===== src/common/wallace_settings.svh =====
`ifndef WALLACE_SETTINGS_SVH
`define WALLACE_SETTINGS_SVH

// operand width in bits
`define WALLACE_OP_W 16

// full product width, twice the operand
`define WALLACE_PROD_W 32

// bits per lookahead group in the final adder
`define WALLACE_CLA_GROUP 4

`endif


===== src/common/wallace_pkg.sv =====
`include "wallace_settings.svh"

package wallace_pkg;

  typedef logic signed [`WALLACE_OP_W-1:0] operand_t;
  typedef logic [`WALLACE_OP_W-1:0] magnitude_t;
  typedef logic signed [`WALLACE_PROD_W-1:0] product_t;

  // row i is the multiplicand magnitude gated by multiplier bit i
  typedef logic [`WALLACE_OP_W-1:0][`WALLACE_OP_W-1:0] pp_matrix_t;

  typedef struct packed {
    logic     valid;
    operand_t multiplier;
    operand_t multiplicand;
  } mult_req_t;

  typedef struct packed {
    logic       valid;
    logic       negate;
    pp_matrix_t matrix;
  } pp_stage_t;

  typedef struct packed {
    logic                       valid;
    logic                       negate;
    logic [`WALLACE_PROD_W-1:0] sum_row;
    logic [`WALLACE_PROD_W-1:0] carry_row;
  } csa_stage_t;

  typedef struct packed {
    logic     valid;
    product_t product;
  } mult_rsp_t;

endpackage


===== src/wallace/pp_gen.sv =====
`timescale 1ns/1ns
`include "wallace_settings.svh"

module pp_gen
  import wallace_pkg::*;
(
  input  mult_req_t req,
  output pp_stage_t pp
);

  localparam int N = `WALLACE_OP_W;

  magnitude_t mplier_mag;
  magnitude_t mcand_mag;
  logic       mplier_neg;
  logic       mcand_neg;

  // two's complement when the sign bit is set
  function automatic magnitude_t magnitude(operand_t op);
    magnitude_t mag;
    if (op[N-1]) begin
      mag = magnitude_t'(~op) + magnitude_t'(1);
    end else begin
      mag = magnitude_t'(op);
    end
    return mag;
  endfunction

  assign mplier_neg = req.multiplier[N-1];
  assign mcand_neg  = req.multiplicand[N-1];
  assign mplier_mag = magnitude(req.multiplier);
  assign mcand_mag  = magnitude(req.multiplicand);

  always_comb begin
    pp.valid  = req.valid;
    pp.negate = mplier_neg ^ mcand_neg;
    for (int i = 0; i < N; i++) begin
      pp.matrix[i] = mcand_mag & {N{mplier_mag[i]}};
    end
  end

endmodule


===== config.mk =====
export PLATFORM = sky130hd
export DESIGN_NAME = pp_gen
export DESIGN_NICKNAME = d
export VERILOG_FILES = /design/src/common/wallace_pkg.sv /design/src/wallace/pp_gen.sv
export VERILOG_INCLUDE_DIRS = /design/src /design/src/common
export SDC_FILE = /design/constraint.sdc
export NUM_CORES = 1
export LEC_CHECK = 0
export ABC_AREA = 1
export BUFFER_PORTS_ARGS = -buffer_cell sky130_fd_sc_hd__buf_4
export CAP_MARGIN = 20
export CORE_AREA = 2 2 113 115
export DETAILED_ROUTE_END_ITERATION = 10
export DIE_AREA = 0 0 115 117
export RECOVER_POWER = 100
export SYNTH_ARGS = -nofsm -noshare
export SYNTH_HDL_FRONTEND = slang
export SYNTH_SLANG_ARGS = --single-unit

===== constraint.sdc =====
create_clock -name vclk -period 2.75
set_input_delay 0 -clock vclk [all_inputs]
set_output_delay 0 -clock vclk [all_outputs]
set_load 0.005 [all_outputs]

# == Word-level counts from Yosys, hierarchy flattened ==
# Index checks and enable logic that the tools add are counted.
# word_totals
register_bits,0
elab_cells,23
output_inout_bits,258
# classes
bitwise_logic,19
mux,2
n_addsub,2
# ops
op,n
bitwise AND 16 bit,16
"adder 16 x 1 -> 16 bit, second input constant",2
two-way mux 16 bit,2
NOT 16 bit,2
bitwise XOR 1 bit,1

# == Logic depth before layout (Yosys ltp) ==
# depth
word_depth,4
mapped_depth,13
depth_no_buf,12

# == Worst setup path after synthesis ==
# OpenSTA, ideal clock, no wires.
# synth_timing
path_type,input-to-output
startpoint,input req[0] (netlist bit)
endpoint,output pp[138] (netlist bit)
t_required_ns,2.750
t_arrival_ns,1.444
setup_slack_ns,1.306
path_buffers,2
path_stages,12
cell_sequence,inv_2 -> clkbuf_1 -> ha_1 -> inv_1 -> nor2_1 -> nand3_1 -> nand2_4 -> nand2_1 -> nand2_1 -> nand2_2 -> buf_6 -> nor2_1
# synth_lines
element,line,text
from (decl),pp_gen.sv:7,"input mult_req_t req,"
to (decl),pp_gen.sv:8,output pp_stage_t pp

==> run metrics <==
status=finished, final reports clean; antenna cells=0; Worst Path Max Fanout=18; largest net degree at the start of global routing=19; hold path endpoint=pp[257]; Critical Path RT=2.75 ns; vias in the first global route=~3500; nature of the critical path endpoint=output pin; routability congestion estimate=0.900; setup violators final=0; Syn Nets=595; Seq/Total Area, Yosys=0%; number of gates resized after cts=0; seq_cells=0; Initial Utilization=21.0%; crit path max-delay cell type=inv_1; vias per cell=roughly 4.4; Core Region=12300 um^2; CP peak stage delay=0.50 ns; ratio of cells with drive above 1 in the final layout=~37%; WP data arrival=approximately 2.2 ns; Post-CTS Setup Inserts=0; Critical Path Start Type=input pin; Synth cell types=32; Die H=around 120 um; Hold Path Stages=0; Final Max Slew Viols=0; HP Start=req[32]; placed insts=just under 1000; DIE AREA=13500 um^2; All-Layer GR Usage=20.7%; CTS Hold Bufs=0; clock period minus worst slack=2.24 ns; FILL cells=1471; synth warn=0; most frequent cells in the layout=nor2_1 (180), clkbuf_4 (178), nand2_1 (136); Synth Cell Area=roughly 2600 um^2; Layout area overhead=77.5%; FMAX=0.446 GHz; Hold WC Path Type=input pin to output pin; CLK BUF=0; drt first pass iters=5; Iter 0 DRT Violations=around 220; Avg Cell Area, Syn=4.62 um^2; initial antenna violation count=0; FF/Latch Area=0 um^2; most common cell after layout, fill and taps aside=nor2_1; Static Leak=3.01 nW; first-pass GRT wire length=about 21 mm; Slew HR=a little over a third; Worst Tran Pin Value=approximately 1 ns; Setup TNS=0 ns; DRC errors left=0; Total Wirelength=15.5 mm; PD cells=212 nW/um^2; I/O Buffers=just under 300; Final nets=863; Final Cycle Share=approximately 82%; # Max-Cap Violations=0; DR WL/cell=15.9 um; Final ANT Viol Nets=0; number of cell rows=41; # IOs=291; final hold viol count=0; DPL Wire Length=between 10 and 15 mm; vias=4263; RSZ-0062 raised after global routing=no; grt ovf=0; Die Width=115 um; fin cells=976; Synth Instances=560; Crit Path Class=input pin to output pin; worst-path cell chain=buf_4, inv_1, ha_1, inv_1, nor2_1, nand3_1, nand2_4, nand4_1, nand2_1, inv_2, nor2_1, clkbuf_4; Worst VDD drop=about 0.075 mV
-- area by class of cell --
| class | count | area, um^2 | share of cell area, % |
|---|---|---|---|
| tap | 150 | 188 | 4.08 |
| inverter | 117 | 442 | 9.61 |
| timing repair buffer | 290 | 2070 | 45.0 |
| multi-input combinational | 419 | 1900 | 41.3 |
-- power by group --
group          total, mW  internal, mW  switching [mW]  leakage [nW]
Sequential             0             0               0             0
Combinational      0.976         0.412           0.563          3.01
Clock                  0             0               0             0
Total              0.976         0.412           0.563          3.01
-- synth_stat cells (all sizes together) --
cell | n | area share, %
nor2 | 204 | 33
nand2 | 143 | 23
inv | 117 | 17
nand3 | 28 | 5.8
buf | 22 | 6.9
a21oi | 11 | 2.1
o21ai | 10 | 2.1
nand4 | 6 | 1.7
xor2 | 4 | 2.8
nand3b | 3 | 1.4
clkbuf | 2 | 0.29
ha | 2 | 0.97
nand2b | 2 | 0.48
nor3 | 2 | 0.39
a211o | 1 | 0.34
and2 | 1 | 0.24
nor4 | 1 | 0.82
o211ai | 1 | 0.29
-- metal layers --
layer / up-vias / track usage, % / share of wire, %
met3: 18 / 2.88 / 6.6
met2: 190 / 36.9 / 50
met4: 0 / 4.82 / 2.1
met1: 1898 / 26.4 / 41
met5: - / 0 / 0
li1: 2157 / - / -
-- through the flow --
step                      util (%)  area, um^2  setup WS [ns]  power [mW]  hold WS, ns
after floorplan                  -        2590           1.31       0.459       0.0721
after global placement        38.8        4770          0.820        1.04    0.0000453
after detailed placement      38.8        4770          0.820        1.04    0.0000453
after CTS                     38.8        4770          0.823        1.04    0.0000453
after global routing          37.3        4600          0.318        1.07    0.0000650
final                         37.3        4600          0.509       0.976    0.0000351
-- worst max-delay path: cells and delay by family --
kind	cells	cell delay [ns]
adders and majority gates	1	0.28
and+or+nand+nor	6	0.94
buffers and inverters	5	1.01
-- how the worst max path moves through the flow --
stage / end / start / slack, ns / depth (start not counted)
2_1_floorplan: pp[138] / req[0] / 1.31 / 12
3_3_place_gp: pp[101] / req[16] / 0.82 / 11
3_5_place_dp: pp[86] / req[0] / 0.82 / 11
4_1_cts: pp[101] / req[16] / 0.82 / 11
5_1_grt: pp[110] / req[0] / 0.32 / 13
6_report: pp[92] / req[0] / 0.51 / 12
-- kinds of logic (layout without fill, tap and decap cells) --
group	count (synthesis)	count (layout)	synth area share [%]
adder cells (fa/ha/maj)	2	2	0.966
AO/OA/AOI/OAI	23	23	4.83
buffers and inverters	141	407	24.3
AND/OR/NAND/NOR	390	390	67.1
XOR/XNOR	4	4	2.80
(Power assumes the default switching activity.)
