===== src/common/wallace_settings.svh =====
`ifndef WALLACE_SETTINGS_SVH
`define WALLACE_SETTINGS_SVH

// operand width in bits
`define WALLACE_OP_W 16

// full product width, twice the operand
`define WALLACE_PROD_W 32

// bits per lookahead group in the final adder
`define WALLACE_CLA_GROUP 4

`endif


===== src/common/wallace_pkg.sv =====
`include "wallace_settings.svh"

package wallace_pkg;

  typedef logic signed [`WALLACE_OP_W-1:0] operand_t;
  typedef logic [`WALLACE_OP_W-1:0] magnitude_t;
  typedef logic signed [`WALLACE_PROD_W-1:0] product_t;

  // row i is the multiplicand magnitude gated by multiplier bit i
  typedef logic [`WALLACE_OP_W-1:0][`WALLACE_OP_W-1:0] pp_matrix_t;

  typedef struct packed {
    logic     valid;
    operand_t multiplier;
    operand_t multiplicand;
  } mult_req_t;

  typedef struct packed {
    logic       valid;
    logic       negate;
    pp_matrix_t matrix;
  } pp_stage_t;

  typedef struct packed {
    logic                       valid;
    logic                       negate;
    logic [`WALLACE_PROD_W-1:0] sum_row;
    logic [`WALLACE_PROD_W-1:0] carry_row;
  } csa_stage_t;

  typedef struct packed {
    logic     valid;
    product_t product;
  } mult_rsp_t;

endpackage


===== src/wallace/csa_reduce.sv =====
`timescale 1ns/1ns
`include "wallace_settings.svh"

module csa_reduce
  import wallace_pkg::*;
(
  input  logic       clk,
  input  logic       arst_n,
  input  pp_stage_t  pp,
  output csa_stage_t csa
);

  localparam int N = `WALLACE_OP_W;
  localparam int W = `WALLACE_PROD_W;

  // bit count of one column after a given number of layers
  function automatic int col_height(int lay, int col);
    int h [W];
    int nxt [W];
    for (int c = 0; c < W; c++) begin
      h[c] = (c < N) ? c + 1 : ((c < 2 * N - 1) ? 2 * N - 1 - c : 0);
    end
    for (int l = 0; l < lay; l++) begin
      for (int c = 0; c < W; c++) begin
        nxt[c] = h[c] / 3 + ((h[c] % 3 != 0) ? 1 : 0);
        if (c > 0) begin
          nxt[c] += h[c - 1] / 3 + ((h[c - 1] % 3 == 2) ? 1 : 0);
        end
      end
      h = nxt;
    end
    return h[col];
  endfunction

  // carries a column sends left: one per full adder, one per half adder
  function automatic int carry_count(int lay, int col);
    int h;
    h = col_height(lay, col);
    return h / 3 + ((h % 3 == 2) ? 1 : 0);
  endfunction

  function automatic int layer_count();
    int n;
    int tallest;
    n = 0;
    tallest = N;
    while (tallest > 2) begin
      n++;
      tallest = 0;
      for (int c = 0; c < W; c++) begin
        if (col_height(n, c) > tallest) begin
          tallest = col_height(n, c);
        end
      end
    end
    return n;
  endfunction

  // six for a 16x16 matrix
  localparam int NUM_LAYERS = layer_count();

  // column bits per layer, unused positions tied low
  logic [N-1:0] col_bits [0:NUM_LAYERS][0:W-1];
  logic [W-1:0] sum_d;
  logic [W-1:0] carry_d;

  for (genvar c = 0; c < W; c++) begin : g_col0
    for (genvar k = 0; k < N; k++) begin : g_bit
      if (k < col_height(0, c)) begin : g_pp
        localparam int ROW = (c < N) ? k : c - N + 1 + k;
        assign col_bits[0][c][k] = pp.matrix[ROW][c - ROW];
      end else begin : g_zero
        assign col_bits[0][c][k] = 1'b0;
      end
    end
  end

  for (genvar l = 0; l < NUM_LAYERS; l++) begin : g_layer
    logic [N-1:0] carries [0:W-1];

    for (genvar c = 0; c < W; c++) begin : g_col
      localparam int H   = col_height(l, c);
      localparam int NFA = H / 3;
      localparam int OWN = NFA + ((H % 3 != 0) ? 1 : 0);
      localparam int NCO = carry_count(l, c);
      localparam int NCI = (c > 0) ? carry_count(l, c - 1) : 0;

      logic [N-1:0] cur;
      logic [N-1:0] nxt;

      assign cur = col_bits[l][c];

      // 3:2 counters over bit triples
      for (genvar f = 0; f < NFA; f++) begin : g_fa
        assign nxt[f] = cur[3*f] ^ cur[3*f+1] ^ cur[3*f+2];
        assign carries[c][f] = (cur[3*f] & cur[3*f+1]) |
                               (cur[3*f+2] & (cur[3*f] ^ cur[3*f+1]));
      end

      // leftover pair gets a half adder, a single bit drops through
      if (H % 3 == 2) begin : g_ha
        assign nxt[NFA] = cur[H-2] ^ cur[H-1];
        assign carries[c][NFA] = cur[H-2] & cur[H-1];
      end else if (H % 3 == 1) begin : g_pass
        assign nxt[NFA] = cur[H-1];
      end

      for (genvar k = 0; k < NCI; k++) begin : g_cin
        assign nxt[OWN+k] = carries[c-1][k];
      end

      if (OWN + NCI < N) begin : g_pad
        assign nxt[N-1:OWN+NCI] = '0;
      end
      if (NCO < N) begin : g_cpad
        assign carries[c][N-1:NCO] = '0;
      end

      assign col_bits[l+1][c] = nxt;
    end
  end

  for (genvar c = 0; c < W; c++) begin : g_out
    assign sum_d[c]   = col_bits[NUM_LAYERS][c][0];
    assign carry_d[c] = col_bits[NUM_LAYERS][c][1];
  end

  always_ff @(posedge clk or negedge arst_n) begin
    if (!arst_n) begin
      csa <= '0;
    end else begin
      csa.valid <= pp.valid;
      if (pp.valid) begin
        csa.negate    <= pp.negate;
        csa.sum_row   <= sum_d;
        csa.carry_row <= carry_d;
      end
    end
  end

  // shifted row sum, the magnitude product the tree must reproduce
  function automatic logic [W-1:0] matrix_value(pp_matrix_t m);
    logic [W-1:0] acc;
    acc = '0;
    for (int i = 0; i < N; i++) begin
      acc += W'(m[i]) << i;
    end
    return acc;
  endfunction

  csa_pair_sum: assert property (@(posedge clk) disable iff (!arst_n)
    csa.valid |-> (csa.sum_row + csa.carry_row) == $past(matrix_value(pp.matrix)))
    else $error("carry-save pair does not add up to the magnitude product");

endmodule


===== config.mk =====
export PLATFORM = sky130hd
export DESIGN_NAME = csa_reduce
export DESIGN_NICKNAME = d
export VERILOG_FILES = /design/src/common/wallace_pkg.sv /design/src/wallace/csa_reduce.sv
export VERILOG_INCLUDE_DIRS = /design/src /design/src/common
export SDC_FILE = /design/constraint.sdc
export NUM_CORES = 1
export LEC_CHECK = 0
export BUFFER_PORTS_ARGS = -buffer_cell sky130_fd_sc_hd__clkbuf_2
export CAP_MARGIN = 20
export CORE_ASPECT_RATIO = 1.75
export CORE_MARGIN = 2
export CORE_UTILIZATION = 40
export DETAILED_ROUTE_END_ITERATION = 16
export PLACE_DENSITY = 0.68
export SKIP_LAST_GASP = 1
export SLEW_MARGIN = 20
export SYNTH_ARGS = -nofsm -noshare
export SYNTH_HDL_FRONTEND = slang
export SYNTH_SLANG_ARGS = --single-unit
export TNS_END_PERCENT = 10

===== constraint.sdc =====
create_clock -name clk -period 1.9 [get_ports clk]
set_clock_uncertainty 0.15 [all_clocks]
set_input_delay 0.38 -clock clk [delete_from_list [all_inputs] [get_ports clk]]
set_output_delay 0.38 -clock clk [all_outputs]
set_load 0.1 [all_outputs]

# [After elaboration in Yosys (flattened, before gate mapping)]
# Cells that the tools add are included.
[classes] bitwise_logic=1133
[ops] cell="$xor 1x1->1" n=470
[ops] cell="$and 1x1->1" n=467
[ops] cell="$or 1x1->1" n=196
[totals] reg_bits=59 out_inout_bits=66 wordCells=1137

# [Longest topological paths before layout]
# Gate-level depths: netlist of the first run.
[depth] word_depth=15 ltp_mapped=12 mapped_depth_nobuf=12

# [Worst setup path before layout of the first run]
# No wires, ideal clock.
[synth_timing] kind="in2reg" start="in pp[153] (netlist name)" end="reg csa[50] (netlist name)" setup_ns=0.125 t_arrival_ns=3.544 setup_slack_ns=-1.920 stages=9 path_cell_list="inv_1 > fa_1 > fa_1 > fa_1 > fa_1 > inv_1 > fa_1 > fa_1 > mux2_2"
[synth_lines] item="start: declaration" line="csa_reduce.sv:9" text="input pp_stage_t pp,"
[synth_lines] item="end: declaration" line="csa_reduce.sv:10" text="output csa_stage_t csa"

==> results of run 1 <==
==> how the worst max path moves through the flow <==
| stage | end | cells past startpoint | startpoint | slack, ps |
|---|---|---|---|---|
| floorplan | csa[50] | 9 | pp[153] | -1920 |
| global placement | csa[50] | 10 | pp[108] | -2080 |
| detailed placement | csa[50] | 10 | pp[153] | -2140 |
| CTS | csa[50] | 10 | pp[63] | -1780 |
| global route | csa[50] | 10 | pp[63] | -1840 |
| finish | csa[50] | 10 | pp[63] | -1780 |
==> final cells by class <==
type                    count  area (sq um)
fillers                  1824          9760
multi-input cells         336          5600
repair buffers            322          1670
flip-flops and latches     59          1480
inverters                 262           983
well taps                 248           310
clock buffers              10           239
clock inverters             5          77.6
==> logic make-up (layout without fill, tap and decap cells) <==
family	after synthesis	after routing	share of synthesized area
xor+xnor	1	1	0.00292
fa+ha+maj	270	270	0.597
buf+inv	275	599	0.133
flops	59	59	0.182
mux	58	58	0.0846
other cells	1	7	0.000461
==> power groups by stage <==
| stage | Clock, mW | Combinational [mW] | Sequential (mW) |
|---|---|---|---|
| floorplan | 0 | 6.37 | 5.76 |
| global placement | 0 | 12.9 | 2.16 |
| detailed placement | 0 | 13.3 | 2.19 |
| CTS | 1.82 | 13.3 | 2.18 |
| global route | 1.87 | 14.8 | 2.24 |
| finish | 1.76 | 13.0 | 2.17 |
==> stage by stage <==
step	cells	setup slack, ps	hold slack (ps)	instance area, sq um
2_1_floorplan	670	-1920	-65.6	8160
4_1_cts	1242	-1780	121	10300
6_report	1242	-1780	139	10400
5_1_grt	1242	-1840	130	10400
3_5_place_dp	1226	-2140	272	10000
3_3_place_gp	1226	-2080	266	10000
==> critical path: cells and delay by family <==
family / cells / cell delay (ps)
adder cells (fa/ha/maj): 6 / 2880
multiplexers: 1 / 270
buffers and inverters: 3 / 200
==> cell usage after synthesis <==
master     n
fa_1     197
buf_4      7
conb_1     1
mux2i_1    8
mux2_2    38
inv_1    262
buf_6      3
xor3_1     1
buf_2      3
dfrtp_1   59
mux2_4    12
ha_1      73
==> cells in the final DEF, fill, tap and decap left out <==
cell             n
ha_1            73
inv_1          261
inv_2            1
clkinvlp_4       1
mux2_4          12
buf_6            1
dlygate4sd3_1    1
clkbuf_2       315
clkbuf_8         1
mux2_2          38
conb_1           7
clkbuf_16        9
fa_1           194
xor3_1           1
buf_4            1
buf_2            1
fa_2             3
mux2i_1          8
clkinv_2         2
bufinv_16        2
buf_12           3
dfrtp_1         59
==> per-layer routing <==
layer	vias to the layer above	routed length [um]	GRT usage	part of all wire
li1	2503	-	-	-
met3	24	1270	0.0421	0.072
met1	2734	5500	0.165	0.31
met5	-	0	0	0
met2	215	10400	0.350	0.59
met4	0	403	0.0646	0.023
==> repair_timing <==
action                     CTS  global route
hold endpoints to repair    59             0
hold buffers                 1             0
gates resized for setup      0             4
pin swaps                    3             1
setup buffers                0             0
setup endpoints to repair   54            54
gates cloned                 0             0
==> flow_summary.toml, run 1 <==
[die]
initial_utilization = 0.404
rows = 69
io_pins = 326
chipHeight_um = 193
core-area_sq_um = 20100
die_x_um = 112
die_area_sq_um = 21500

[layout]
syn_to_final_growth_pct = 27.4
reg.largest.list = "csa x59"
nNetsFinal = 1520
diodes = 0
top_register = "csa"
drive_above_1_share = 0.392
largest_reg_flops = 59
fin_util = 0.515

[power]
total_power_mw = 16.9
power_frac_comb = 0.768
internal_power_mw = 7.74
pwr-share-clk = 0.104
switching_share = 0.542
power.switching_mw = 9.16
power_per_cell_area_nw_per_um2 = 1630
vdd_ir_drop_max_mv = 1.42
p_seq_frac = 0.128
leakagePower_nw = 5.98

[timing]
drv_slew = 0
finalSetupTns_ps = -75380
fin_crit_sh = 1.94
rsz0062_at_grt = "true"
fmax_mhz = 272
fin_crit_ps = 3680
worst_slack_ps = -1780
final-setup-viol-count = 54
hold_viol = 0
relSlewSlack = 0.607
tightest_slew_ps = 592

[clocking]
cts.htree.levels = 3
cts_tree = "yes"
clkLatencyLatePin_ps = 330
cts-root-buf = "clkbuf_16"
cts_buffers = 9
clk_pin_slew_ps = 50
cts.path.max_buffers = 2
cts_sinks = 59

[global_route]
grt_pass1_wl_mm = 28.9
grt_util_all_layers = 0.173
first_global_vias = 6542
overflow = 0
grt_max_degree = 60
antenna_found_initial = 0

[worst_hold_path]
min_path_type = "in -> reg"
worstHoldPathCells = 2
holdPathEnd = "csa[64]"
worst_hold_startpoint = "pp[256]"

[detailed_routing]
drtIter0Drc = 68
first_pass_iters = 6
drt_wl_total_mm = 17.6
vias = 5476
drc = 0
ant_nets = 0
wl_per_cell_um = 14.1
viasPerCell = 4.41

[placed_design]
gp_congestion = 0.835
io_buffers = 318
dpl.hpwl_mm = 16.3

[logic_synthesis]
ys_seq_elements = 59
syn-mean-instance-area_sq_um = 12.3
synth_area_leaders = "fa_1 48%, dfrtp_1 18%, inv_1 12%"
yosysWarningCount = 0
synth_top_area_frac = 0.485
synthDistinctLibCells = 12
syn_area_sq_um = 8130
synthCells = 664
yosysTopAreaCell = "fa_1"
seq_area_frac_synth = 0.182

[setup_path]
path_class = "in -> reg"
crit_slowest_cell = "fa_1"
r2r-end = "csa[43]"
path_cells = "clkbuf_2, fa_1, inv_1, fa_1, fa_1, fa_1, inv_1, fa_1, fa_1, mux2_2"
rr_worst_depth = 1
slowest_delay_ps = 530
r2r-start = "csa[43]"
critPathMaxFanout = 1
endpoint_kind = "register"
cpMostUsedCell = "fa_1"
critPathLaunchType = "primary input"
arrival_ps = 3740
rrSetupSlack_ps = 940
worstPathRequired_ps = 1960

[status]
violations = "negative setup slack"
outcome = "finished with violations"

[run]
maxCapViolations = 0
Note: power is estimated with default switching activity, not from simulation.
==> run 2, diff against run 1 <==
--- a/config.mk
+++ b/config.mk
@@ -13,6 +13,7 @@
 export CORE_UTILIZATION = 40
 export DETAILED_ROUTE_END_ITERATION = 16
 export PLACE_DENSITY = 0.68
+export REMOVE_ABC_BUFFERS = 1
 export SKIP_LAST_GASP = 1
 export SLEW_MARGIN = 20
 export SYNTH_ARGS = -nofsm -noshare
==> run 2 against run 1 <==
  * The run still ends with negative setup slack left
  * Design area shrank 0.34%
  * Clock power down 13%
  * Largest cell class unchanged
  * Clock-buffer cell count increased by 3
  * Highest routed layer unchanged
==> flow_summary.toml, run 2 (synthesized netlist as in run 1, its figures left out) <==
[timing]
drv_slew = 0
fin_crit_ps = 3660
fin_crit_sh = 1.92
worst_slack_ps = -1760
rsz0062_at_grt = "true"
tightest_slew_ps = 590
fmax_mhz = 273
hold_ws_ps = 135
hold_viol = 0
final-setup-viol-count = 54
relSlewSlack = 0.608

[placed_design]
dpl.hpwl_mm = 16.4
post_dp_cell_area_sq_um = 10000
io_buffers = 318
gp_congestion = 0.858
dpl.cell_count = 1227

[clocking]
clk_pin_slew_ps = 50
cts_buffers = 9
cts_sinks = 59
clkLatencyLatePin_ps = 320
cts.htree.levels = 3
cts-root-buf = "clkbuf_16"
cts.path.max_buffers = 2
cts_setup_buffers = 0
cts_tree = "yes"

[detailed_routing]
vias = 5520
viasPerCell = 4.44
first_pass_iters = 4
drtIter0Drc = 44
ant_nets = 0
wl_per_cell_um = 14.1
drt_wl_total_mm = 17.5
drc = 0

[worst_hold_path]
min_path_type = "in -> reg"
holdPathEnd = "csa[64]"
worstHoldPathCells = 2
worst_hold_startpoint = "pp[256]"

[power]
vdd_ir_drop_max_mv = 1.24
power_per_cell_area_nw_per_um2 = 1610
total_power_mw = 16.7
leakagePower_nw = 5.97

[global_route]
first_global_vias = 6436
overflow = 0
grt_max_degree = 60
grt_pass1_wl_mm = 28.8
antenna_found_initial = 0
grt_util_all_layers = 0.171

[die]
core-area_sq_um = 20100
die_area_sq_um = 21500
die_x_um = 112
chipHeight_um = 193
initial_utilization = 0.404
io_pins = 326
rows = 69

[layout]
top_register = "csa"
fin_cells = 1243
nNetsFinal = 1521
final_common_cell = "clkbuf_2"
stdcell_area_sq_um = 10300
largest_reg_flops = 59
reg.largest.list = "csa x59"
drive_above_1_share = 0.391
layout_common_cells = "316 x clkbuf_2, 262 x inv_1, 194 x fa_1"
syn_to_final_growth_pct = 26.9
diodes = 0

[setup_path]
r2r-start = "csa[15]"
rr_worst_depth = 1
critPathLaunchType = "primary input"
r2r-end = "csa[15]"
path_class = "in -> reg"
arrival_ps = 3720
critPathMaxFanout = 1
rrSetupSlack_ps = 980
endpoint_kind = "register"
worstPathRequired_ps = 1960

[status]
outcome = "finished with violations"
violations = "negative setup slack"

[run]
maxCapViolations = 0
## run 2: metal layers
layer  global-route usage  vias up  part of all wire
met3               0.0433       17             0.077
met5                    0        -                 0
met4               0.0475        0             0.017
met2                0.347      218              0.60
li1                     -     2507                 -
met1                0.167     2778              0.30
## run 2: how the worst max path moves through the flow
stage	from	endpoint	depth (start not counted)
6_report	pp[63]	csa[50]	10
5_1_grt	pp[153]	csa[50]	10
4_1_cts	pp[63]	csa[50]	10
3_5_place_dp	pp[63]	csa[50]	10
3_3_place_gp	pp[121]	csa[50]	10
2_1_floorplan	pp[153]	csa[50]	9
## run 2: metrics by stage
stage	setup WS, ps	util	setup TNS [ps]
2_1_floorplan	-1920	-	-81390
3_3_place_gp	-2070	0.498	-93830
3_5_place_dp	-2110	0.498	-94830
4_1_cts	-1760	0.513	-76020
5_1_grt	-1870	0.513	-80590
6_report	-1760	0.513	-75610
## run 2: where the power goes
group | switching, mW | internal, mW
Clock | 0.559 | 0.977
Sequential | 0.275 | 1.88
Combinational | 8.30 | 4.68
## run 2: repair_timing
action,in CTS,in global routing
gates resized for setup,2,1
endpoints found under the hold margin,59,0
endpoints found under the setup margin,54,54
pin swaps,1,4
hold buffers,1,0
## run 2: layout make-up
type                            count  area [sq um]
Clock inverter                      2          10.0
Timing Repair Buffer              323          1670
Clock buffer                       13           270
Fill cell                        1820          9790
Multi-Input combinational cell    336          5600
Tap cell                          248           310
Inverter                          262           983
Sequential cell                    59          1480
## run 2: worst max-delay path: stages
cell	delay [ps]
clkbuf_2	90
fa_1	540
inv_1	60
fa_1	500
fa_1	430
fa_1	490
inv_1	50
fa_1	500
fa_1	410
mux2_2	270
